--- config.mk ---
export PLATFORM = sky130hd
export DESIGN_NAME = muldiv_execute
export DESIGN_NICKNAME = d
export VERILOG_FILES = /design/src/muldiv_pkg.sv /design/src/muldiv_decode.sv /design/src/seq_multiplier.sv /design/src/seq_divider.sv /design/src/muldiv_writeback.sv /design/src/muldiv_execute.sv
export SDC_FILE = /design/constraint.sdc
export NUM_CORES = 1
export LEC_CHECK = 0
export BUFFER_PORTS_ARGS = -buffer_cell sky130_fd_sc_hd__buf_2
export CORE_UTILIZATION = 60
export CTS_CLUSTER_SIZE = 8
export DETAILED_ROUTE_END_ITERATION = 8
export GPL_ROUTABILITY_DRIVEN = 0
export PLACE_DENSITY_LB_ADDON = 0.15
export SETUP_SLACK_MARGIN = 0.1
export SYNTH_ARGS = -nofsm -noshare
export SYNTH_HDL_FRONTEND = slang
export SYNTH_HIERARCHICAL = 1
export SYNTH_SLANG_ARGS = --single-unit
export TNS_END_PERCENT = 1
--- constraint.sdc ---
create_clock -name clk -period 3.9 [get_ports clk]
set_clock_uncertainty 0.05 [all_clocks]
set_input_delay 0.39 -clock clk [delete_from_list [all_inputs] [get_ports clk]]
set_output_delay 0.39 -clock clk [all_outputs]
set_load 0.005 [all_outputs]
--- src/muldiv_pkg.sv ---
`default_nettype none

package muldiv_pkg;

    // Instruction field types
    typedef logic [31:0] instr_t;
    typedef logic [6:0]  opcode_t;
    typedef logic [2:0]  funct3_t;
    typedef logic [6:0]  funct7_t;
    typedef logic [4:0]  reg_addr_t;

    // Register-register major opcode
    localparam opcode_t OPCODE_OP = 7'b0110011;

    // funct7 marking the M extension
    localparam funct7_t FUNCT7_MULDIV = 7'b0000001;

    // Encodings follow funct3 directly
    typedef enum logic [2:0] {
        OP_MUL    = 3'b000,
        OP_MULH   = 3'b001,
        OP_MULHSU = 3'b010,
        OP_MULHU  = 3'b011,
        OP_DIV    = 3'b100,
        OP_DIVU   = 3'b101,
        OP_REM    = 3'b110,
        OP_REMU   = 3'b111
    } muldiv_op_e;

    typedef enum logic [1:0] {
        MUL_IDLE = 2'd0,
        MUL_BUSY = 2'd1,
        MUL_DONE = 2'd2
    } mul_state_e;

    typedef enum logic [1:0] {
        DIV_IDLE = 2'd0,
        DIV_BUSY = 2'd1,
        DIV_DONE = 2'd2
    } div_state_e;

endpackage

`default_nettype wire

--- src/muldiv_decode.sv ---
`timescale 1ns/100ps
`default_nettype none

module muldiv_decode
    import muldiv_pkg::*;
#(
    parameter int XLEN = 32
) (
    input  instr_t            instr,
    input  logic [XLEN-1:0]   rs1_data,
    input  logic [XLEN-1:0]   rs2_data,
    output muldiv_op_e        op,
    output logic              is_illegal,
    output logic              mul_req,
    output logic              div_req,
    output logic              sign_invert,
    output logic [XLEN-1:0]   op_a,
    output logic [XLEN-1:0]   op_b,
    output logic [XLEN-1:0]   rs1_raw
);

    opcode_t         opcode;
    funct3_t         funct3;
    funct7_t         funct7;
    logic            is_m;
    logic            rs1_neg;
    logic            rs2_neg;
    logic [XLEN-1:0] rs1_mag;
    logic [XLEN-1:0] rs2_mag;

    assign opcode = instr[6:0];
    assign funct3 = instr[14:12];
    assign funct7 = instr[31:25];

    assign is_m       = (opcode == OPCODE_OP) && (funct7 == FUNCT7_MULDIV);
    assign is_illegal = !is_m;
    assign op         = muldiv_op_e'(funct3);

    // funct3[2] splits multiply from divide
    assign mul_req = is_m && !funct3[2];
    assign div_req = is_m && funct3[2];

    assign rs1_raw = rs1_data;

    assign rs1_neg = rs1_data[XLEN-1];
    assign rs2_neg = rs2_data[XLEN-1];
    assign rs1_mag = rs1_neg ? -rs1_data : rs1_data;
    assign rs2_mag = rs2_neg ? -rs2_data : rs2_data;

    // Operand magnitudes and result sign rule per operation
    always_comb begin
        case (op)
            OP_MUL, OP_MULH, OP_DIV: begin
                op_a        = rs1_mag;
                op_b        = rs2_mag;
                sign_invert = rs1_neg ^ rs2_neg;
            end
            OP_REM: begin
                op_a        = rs1_mag;
                op_b        = rs2_mag;
                sign_invert = rs1_neg;
            end
            OP_MULHSU: begin
                op_a        = rs1_mag;
                op_b        = rs2_data;
                sign_invert = rs1_neg;
            end
            default: begin
                // MULHU, DIVU, REMU
                op_a        = rs1_data;
                op_b        = rs2_data;
                sign_invert = 1'b0;
            end
        endcase
    end

endmodule

`default_nettype wire

--- src/seq_multiplier.sv ---
`timescale 1ns/100ps
`default_nettype none

module seq_multiplier
    import muldiv_pkg::*;
#(
    parameter int XLEN = 32
) (
    input  logic              clk,
    input  logic              rst_n,
    input  logic              mul_req,
    input  logic [XLEN-1:0]   op_a,
    input  logic [XLEN-1:0]   op_b,
    output logic              mul_ready,
    output logic [2*XLEN-1:0] product
);

    localparam int CNT_W = $clog2(XLEN);
    localparam logic [CNT_W-1:0] LAST_ITER = CNT_W'(XLEN - 1);

    mul_state_e        state;
    logic [CNT_W-1:0]  iter;
    logic [XLEN-1:0]   mcand;
    // Upper half accumulates, lower half holds the shifting multiplier
    logic [2*XLEN-1:0] acc;
    logic [XLEN:0]     step_sum;
    logic              start;

    assign start = (state == MUL_IDLE) && mul_req;

    assign step_sum = {1'b0, acc[2*XLEN-1:XLEN]}
                    + (acc[0] ? {1'b0, mcand} : {(XLEN+1){1'b0}});

    always_ff @(posedge clk) begin
        if (!rst_n) begin
            state <= MUL_IDLE;
            iter  <= '0;
        end else begin
            case (state)
                MUL_IDLE: begin
                    if (mul_req) begin
                        state <= MUL_BUSY;
                        iter  <= '0;
                    end
                end
                MUL_BUSY: begin
                    iter <= iter + 1'b1;
                    if (iter == LAST_ITER) begin
                        state <= MUL_DONE;
                    end
                end
                MUL_DONE: state <= MUL_IDLE;
                default:  state <= MUL_IDLE;
            endcase
        end
    end

    always_ff @(posedge clk) begin
        if (start) begin
            mcand <= op_a;
            acc   <= {{XLEN{1'b0}}, op_b};
        end else if (state == MUL_BUSY) begin
            acc <= {step_sum, acc[XLEN-1:1]};
        end
    end

    assign mul_ready = (state == MUL_DONE);
    assign product   = acc;

endmodule

`default_nettype wire

--- src/seq_divider.sv ---
`timescale 1ns/100ps
`default_nettype none

module seq_divider
    import muldiv_pkg::*;
#(
    parameter int XLEN = 32
) (
    input  logic            clk,
    input  logic            rst_n,
    input  logic            div_req,
    input  logic [XLEN-1:0] op_a,
    input  logic [XLEN-1:0] op_b,
    output logic            div_ready,
    output logic            div_by_zero,
    output logic [XLEN-1:0] quotient,
    output logic [XLEN-1:0] remainder
);

    localparam int CNT_W = $clog2(XLEN);
    localparam logic [CNT_W-1:0] LAST_ITER = CNT_W'(XLEN - 1);

    div_state_e       state;
    logic [CNT_W-1:0] iter;
    logic             zero_flag;
    logic [XLEN-1:0]  divisor;
    // Dividend bits shift out the top while quotient bits enter the bottom
    logic [XLEN-1:0]  quo;
    logic [XLEN-1:0]  rem;
    logic [XLEN:0]    trial;
    logic [XLEN:0]    diff;
    logic             start;
    logic             divisor_zero;

    assign start        = (state == DIV_IDLE) && div_req;
    assign divisor_zero = (op_b == '0);

    assign trial = {rem, quo[XLEN-1]};
    assign diff  = trial - {1'b0, divisor};

    always_ff @(posedge clk) begin
        if (!rst_n) begin
            state     <= DIV_IDLE;
            iter      <= '0;
            zero_flag <= 1'b0;
        end else begin
            case (state)
                DIV_IDLE: begin
                    if (div_req) begin
                        zero_flag <= divisor_zero;
                        iter      <= '0;
                        // Zero divisor needs no iterations
                        state     <= divisor_zero ? DIV_DONE : DIV_BUSY;
                    end
                end
                DIV_BUSY: begin
                    iter <= iter + 1'b1;
                    if (iter == LAST_ITER) begin
                        state <= DIV_DONE;
                    end
                end
                DIV_DONE: state <= DIV_IDLE;
                default:  state <= DIV_IDLE;
            endcase
        end
    end

    always_ff @(posedge clk) begin
        if (start) begin
            divisor <= op_b;
            quo     <= op_a;
            rem     <= '0;
        end else if (state == DIV_BUSY) begin
            // Restore when the trial subtraction goes negative
            rem <= diff[XLEN] ? trial[XLEN-1:0] : diff[XLEN-1:0];
            quo <= {quo[XLEN-2:0], ~diff[XLEN]};
        end
    end

    assign div_ready   = (state == DIV_DONE);
    assign div_by_zero = zero_flag;
    assign quotient    = quo;
    assign remainder   = rem;

endmodule

`default_nettype wire

--- src/muldiv_writeback.sv ---
`timescale 1ns/100ps
`default_nettype none

module muldiv_writeback
    import muldiv_pkg::*;
#(
    parameter int XLEN = 32
) (
    input  instr_t            instr,
    input  muldiv_op_e        op,
    input  logic              is_illegal,
    input  logic              sign_invert,
    input  logic [XLEN-1:0]   rs1_raw,
    input  logic              mul_ready,
    input  logic [2*XLEN-1:0] product,
    input  logic              div_ready,
    input  logic              div_by_zero,
    input  logic [XLEN-1:0]   quotient,
    input  logic [XLEN-1:0]   remainder,
    output logic              ready,
    output logic              illegal,
    output reg_addr_t         rd_addr,
    output logic [XLEN-1:0]   rd_wdata,
    output logic              rd_write
);

    logic              is_div_class;
    logic              unit_ready;
    logic [2*XLEN-1:0] product_fix;
    logic [XLEN-1:0]   quotient_fix;
    logic [XLEN-1:0]   remainder_fix;

    assign rd_addr = instr[11:7];

    assign is_div_class = op inside {OP_DIV, OP_DIVU, OP_REM, OP_REMU};
    assign unit_ready   = is_div_class ? div_ready : mul_ready;

    // Illegal words complete in the cycle they appear
    assign ready   = is_illegal || unit_ready;
    assign illegal = is_illegal;

    // High half needs the full-width negation
    assign product_fix   = sign_invert ? -product : product;
    assign quotient_fix  = sign_invert ? -quotient : quotient;
    assign remainder_fix = sign_invert ? -remainder : remainder;

    always_comb begin
        case (op)
            OP_MUL: begin
                rd_wdata = product_fix[XLEN-1:0];
            end
            OP_MULH, OP_MULHSU, OP_MULHU: begin
                rd_wdata = product_fix[2*XLEN-1:XLEN];
            end
            OP_DIV, OP_DIVU: begin
                // All ones on divide by zero
                rd_wdata = div_by_zero ? {XLEN{1'b1}} : quotient_fix;
            end
            default: begin
                // REM, REMU return the dividend on divide by zero
                rd_wdata = div_by_zero ? rs1_raw : remainder_fix;
            end
        endcase
    end

    assign rd_write = ready && !is_illegal && (rd_addr != '0);

endmodule

`default_nettype wire

--- src/muldiv_execute.sv ---
`timescale 1ns/100ps
`default_nettype none

module muldiv_execute
    import muldiv_pkg::*;
#(
    parameter int XLEN = 32
) (
    input  logic            clk,
    input  logic            rst_n,
    input  instr_t          instr,
    input  logic [XLEN-1:0] rs1_data,
    input  logic [XLEN-1:0] rs2_data,
    output logic            ready,
    output logic            illegal,
    output reg_addr_t       rd_addr,
    output logic [XLEN-1:0] rd_wdata,
    output logic            rd_write
);

    muldiv_op_e        op;
    logic              is_illegal;
    logic              mul_req;
    logic              div_req;
    logic              sign_invert;
    logic [XLEN-1:0]   op_a;
    logic [XLEN-1:0]   op_b;
    logic [XLEN-1:0]   rs1_raw;
    logic              mul_ready;
    logic [2*XLEN-1:0] product;
    logic              div_ready;
    logic              div_by_zero;
    logic [XLEN-1:0]   quotient;
    logic [XLEN-1:0]   remainder;

    muldiv_decode #(.XLEN(XLEN)) u_decode (
        .instr       (instr),
        .rs1_data    (rs1_data),
        .rs2_data    (rs2_data),
        .op          (op),
        .is_illegal  (is_illegal),
        .mul_req     (mul_req),
        .div_req     (div_req),
        .sign_invert (sign_invert),
        .op_a        (op_a),
        .op_b        (op_b),
        .rs1_raw     (rs1_raw)
    );

    seq_multiplier #(.XLEN(XLEN)) u_multiplier (
        .clk       (clk),
        .rst_n     (rst_n),
        .mul_req   (mul_req),
        .op_a      (op_a),
        .op_b      (op_b),
        .mul_ready (mul_ready),
        .product   (product)
    );

    seq_divider #(.XLEN(XLEN)) u_divider (
        .clk         (clk),
        .rst_n       (rst_n),
        .div_req     (div_req),
        .op_a        (op_a),
        .op_b        (op_b),
        .div_ready   (div_ready),
        .div_by_zero (div_by_zero),
        .quotient    (quotient),
        .remainder   (remainder)
    );

    muldiv_writeback #(.XLEN(XLEN)) u_writeback (
        .instr       (instr),
        .op          (op),
        .is_illegal  (is_illegal),
        .sign_invert (sign_invert),
        .rs1_raw     (rs1_raw),
        .mul_ready   (mul_ready),
        .product     (product),
        .div_ready   (div_ready),
        .div_by_zero (div_by_zero),
        .quotient    (quotient),
        .remainder   (remainder),
        .ready       (ready),
        .illegal     (illegal),
        .rd_addr     (rd_addr),
        .rd_wdata    (rd_wdata),
        .rd_write    (rd_write)
    );

endmodule

`default_nettype wire

==> impl_metrics.env <==
export IMPL_final_antenna_net_count=0
export IMPL_syn_to_final_growth_pct=11.4
export IMPL_vias_per_cell=6.65
export IMPL_synth_top_family_by_area="simple AND/OR/NAND/NOR gates"
export IMPL_postRouteWirelength_um=57900
export IMPL_synth_compound_area_share_pct=20.9
export IMPL_htreeDepth=1
export IMPL_busiest_layer="met2"
export IMPL_ys_ff_latch=207
export IMPL_vias=17900
export IMPL_postSynth_asyncResetShare_pct=0
export IMPL_p_leak_uw=0.00780
export IMPL_overflow=0
export IMPL_antenna_found_initial=3
export IMPL_critPathKind="reg2out"
export IMPL_critPathSlowestCell="or4_4"
export IMPL_groute_usage_overall_pct=36.5
export IMPL_report_final_slew_viol_count=0
export IMPL_route_detailed_drc=0
export IMPL_port_buffers=127
export IMPL_r2r_start="u_divider/quotient[31]$_DFFE_PP_"
export IMPL_io_pins=138
export IMPL_gr_usage_met1_pct=48.7
export IMPL_drt_initial_drc_count=2253
export IMPL_drt_pass1_iterations=7
export IMPL_syn_area_sq_um=18000
export IMPL_synth_mux_area_share_pct=3.28
export IMPL_fp_row_count=63
export IMPL_cts_sinks=207
export IMPL_yosys_warnings=6
export IMPL_min_period_ns=3.85
export IMPL_critical_path_cell_chain="nor3_1 > nand4_1 > or4_4 > o31ai_2 > xor2_1 > o211ai_1 > buf_2"
export IMPL_clk_pin_slew_ns=0.07
export IMPL_fmax_mhz=260
export IMPL_synth_xor_area_share_pct=9.93
export IMPL_ys_seq_area_share_pct=30.2
export IMPL_start_util_pct=60.8
export IMPL_critPathMaxStageDelay_ns=0.67
export IMPL_synth_adder_area_share_pct=5.30
export IMPL_tightest_slew_ns=0.908
export IMPL_grt_max_degree=107
export IMPL_start_kind="flip-flop"
export IMPL_drv_cap=0
export IMPL_reg2reg_to="u_divider/remainder[14]$_SDFFE_PP0P_"
export IMPL_core_area_sq_um=29600
export IMPL_die_h_um=175
export IMPL_grt_pass1_vias=16500
export IMPL_syn_inst=2191
export IMPL_synthSimpleGateAreaFrac_pct=24.7
export IMPL_clock_latency_ns=0.57
export IMPL_fin_crit_sh_pct=98.8
export IMPL_cp_top_family="simple AND/OR/NAND/NOR gates"
export IMPL_crit_path_end="rd_wdata[20]"
export IMPL_worstPathArrival_ns=3.41
export IMPL_synth_edf_count=128
export IMPL_clockBufferDepth=3
export IMPL_end_kind="primary output"
export IMPL_tns_ns=0
export IMPL_dieWidth_um=175
export IMPL_powerDensity_nw_per_um2=374
export IMPL_rsz0062_at_grt="yes"
export IMPL_cts_buffers=30
export IMPL_met3_usage_pct=7.42
export IMPL_status="finished, final reports clean"
export IMPL_crit_cells=7
export IMPL_cts_tree="yes"
export IMPL_nNetsFinal=2452
export IMPL_cp_required_ns=3.46
export IMPL_startpoint="u_multiplier/product[27]$_DFFE_PP_"
export IMPL_synth_area_per_cell_sq_um=8.21
export IMPL_synthFlopType="edfxtp_1"
export IMPL_dieArea_sq_um=30700
export IMPL_slew_headroom_pct=38.9
export IMPL_synth_fp_nets=2364
export IMPL_setup_viol=0
export IMPL_path_buf_inv=1
export IMPL_met2_usage_pct=57.6
export IMPL_hpwl_um=43100
export IMPL_drive_above_1_share_pct=14.6
export IMPL_synth_distinct_cells=107
export IMPL_ir_drop_mv=0.308
export IMPL_final_util_pct=67.8
export IMPL_grt_pass1_wl_um=88500
export IMPL_routedWlPerCell_um=21.5
export IMPL_ctsRootBufferMaster="clkbuf_16"
export IMPL_worstHoldPathType="in2reg"
export IMPL_crit_fanout=9
export IMPL_hold_violations=0
export IMPL_rr_worst_depth=13
export IMPL_ff2ff_setup_slack_ns=0.22
## flip-flops by register name (all words and copies together) (netlist names)
| signal | flops |
|---|---|
| u_divider/div_by_zero | 1 |
| u_divider/divisor | 32 |
| u_divider/iter | 5 |
| u_divider/quotient | 32 |
| u_divider/remainder | 32 |
| u_divider/state | 2 |
| u_multiplier/iter | 5 |
| u_multiplier/mcand | 32 |
| u_multiplier/product | 64 |
| u_multiplier/state | 2 |
## what timing repair did
| item | in CTS | in global routing |
|---|---|---|
| hold endpoints to repair | 0 | 0 |
| pin swaps | 2 | 10 |
| setup buffers | 0 | 4 |
| hold buffers | 0 | 0 |
| resized for setup | 9 | 21 |
| endpoints found under the setup margin | 14 | 28 |
## metal layers
metal  vias up  wire length (um)  share of wire, %
met3       192              6750                12
met2      1153             26000                45
met4         2              2410               4.2
li1       8184                 -                 -
met5         -                10             0.017
met1      8389             22700                39
## final cells by class
cell class | count | area, sq um
repair buffers | 200 | 1220
clock inverters | 1 | 16.3
diodes | 2 | 5.00
fillers | 2517 | 9520
inverters | 74 | 282
flip-flops and latches | 207 | 5430
multi-input cells | 1766 | 11700
well taps | 390 | 488
clock buffers | 55 | 876
## cells by family (layout without fill, tap and decap cells)
logic type / Yosys count / count (layout)
other: 0 / 2
and+or+nand+nor: 883 / 883
AOI/OAI and AO/OA: 547 / 547
muxes: 58 / 58
xor gates and xnor gates: 203 / 203
adders and majority gates: 75 / 75
buffers and inverters: 218 / 330
DFF: 207 / 207
## stage by stage
stage / total power (uW) / area, sq um / hold slack [ns] / instances / setup slack, ns
2_1_floorplan: 4240 / 18000 / 0.364 / 2191 / 0.394
3_3_place_gp: 4860 / 18900 / 0.374 / 2633 / 0.338
3_5_place_dp: 4940 / 18900 / 0.385 / 2633 / 0.207
4_1_cts: 7430 / 19900 / 0.00944 / 2689 / 0.0195
5_1_grt: 7780 / 20000 / 0.0419 / 2695 / -0.000103
6_report: 7500 / 20000 / 0.0283 / 2695 / 0.0465
## cell usage after synthesis (all sizes together) (30+ instances only)
master	instances	area [sq um]
o21ai	159	822
and2	48	300
mux2i	53	531
nor4	55	439
nor3	47	260
xor2	78	683
or3	39	244
or4	30	236
xnor2	125	1100
buf	64	440
clkbuf	80	314
ha	73	913
nand4	30	194
nor2	115	432
inv	72	270
o41ai	32	382
nand3	43	220
dfxtp	79	1580
nand2	377	1420
o31ai	58	473
a21oi	120	608
edfxtp	128	3840
nand2b	30	188
## how the worst min path moves through the flow
stage	from	endpoint	slack (ns)	cells past startpoint
2_1_floorplan	u_multiplier/iter[3]$_SDFFE_PN0P_	u_multiplier/iter[3]$_SDFFE_PN0P_	0.36	1
3_3_place_gp	u_multiplier/iter[3]$_SDFFE_PN0P_	u_multiplier/iter[3]$_SDFFE_PN0P_	0.37	1
3_5_place_dp	u_multiplier/iter[3]$_SDFFE_PN0P_	u_multiplier/iter[3]$_SDFFE_PN0P_	0.38	1
5_1_grt	rs2_data[0]	u_divider/divisor[0]$_DFFE_PP_	0.04	1
6_report	rs2_data[0]	u_divider/divisor[0]$_DFFE_PP_	0.03	1
4_1_cts	rs2_data[0]	u_divider/divisor[0]$_DFFE_PP_	0.009	1
## power by group
group	internal (uW)	switching, uW
combinational	979	1360
clock	1490	1010
sequential	2440	221
## placed cells by master (no fill, tap or decap), types with 26 or more instances in the layout
cell and instances:
a21oi_1 117, and2_1 48, buf_2 127, buf_4 70, clkbuf_16 31, dfxtp_1 78
edfxtp_1 128, ha_1 73, inv_1 69, mux2i_1 53, nand2_1 376, nand2b_1 30
nand3_1 41, nand4_1 29, nor2_1 114, nor3_1 40, nor4_1 38, o21ai_0 100
o21ai_1 55, o31ai_1 50, or3_1 37, or4_1 26, xnor2_1 124, xor2_1 78
Note: power is estimated with default switching activity, not from simulation.
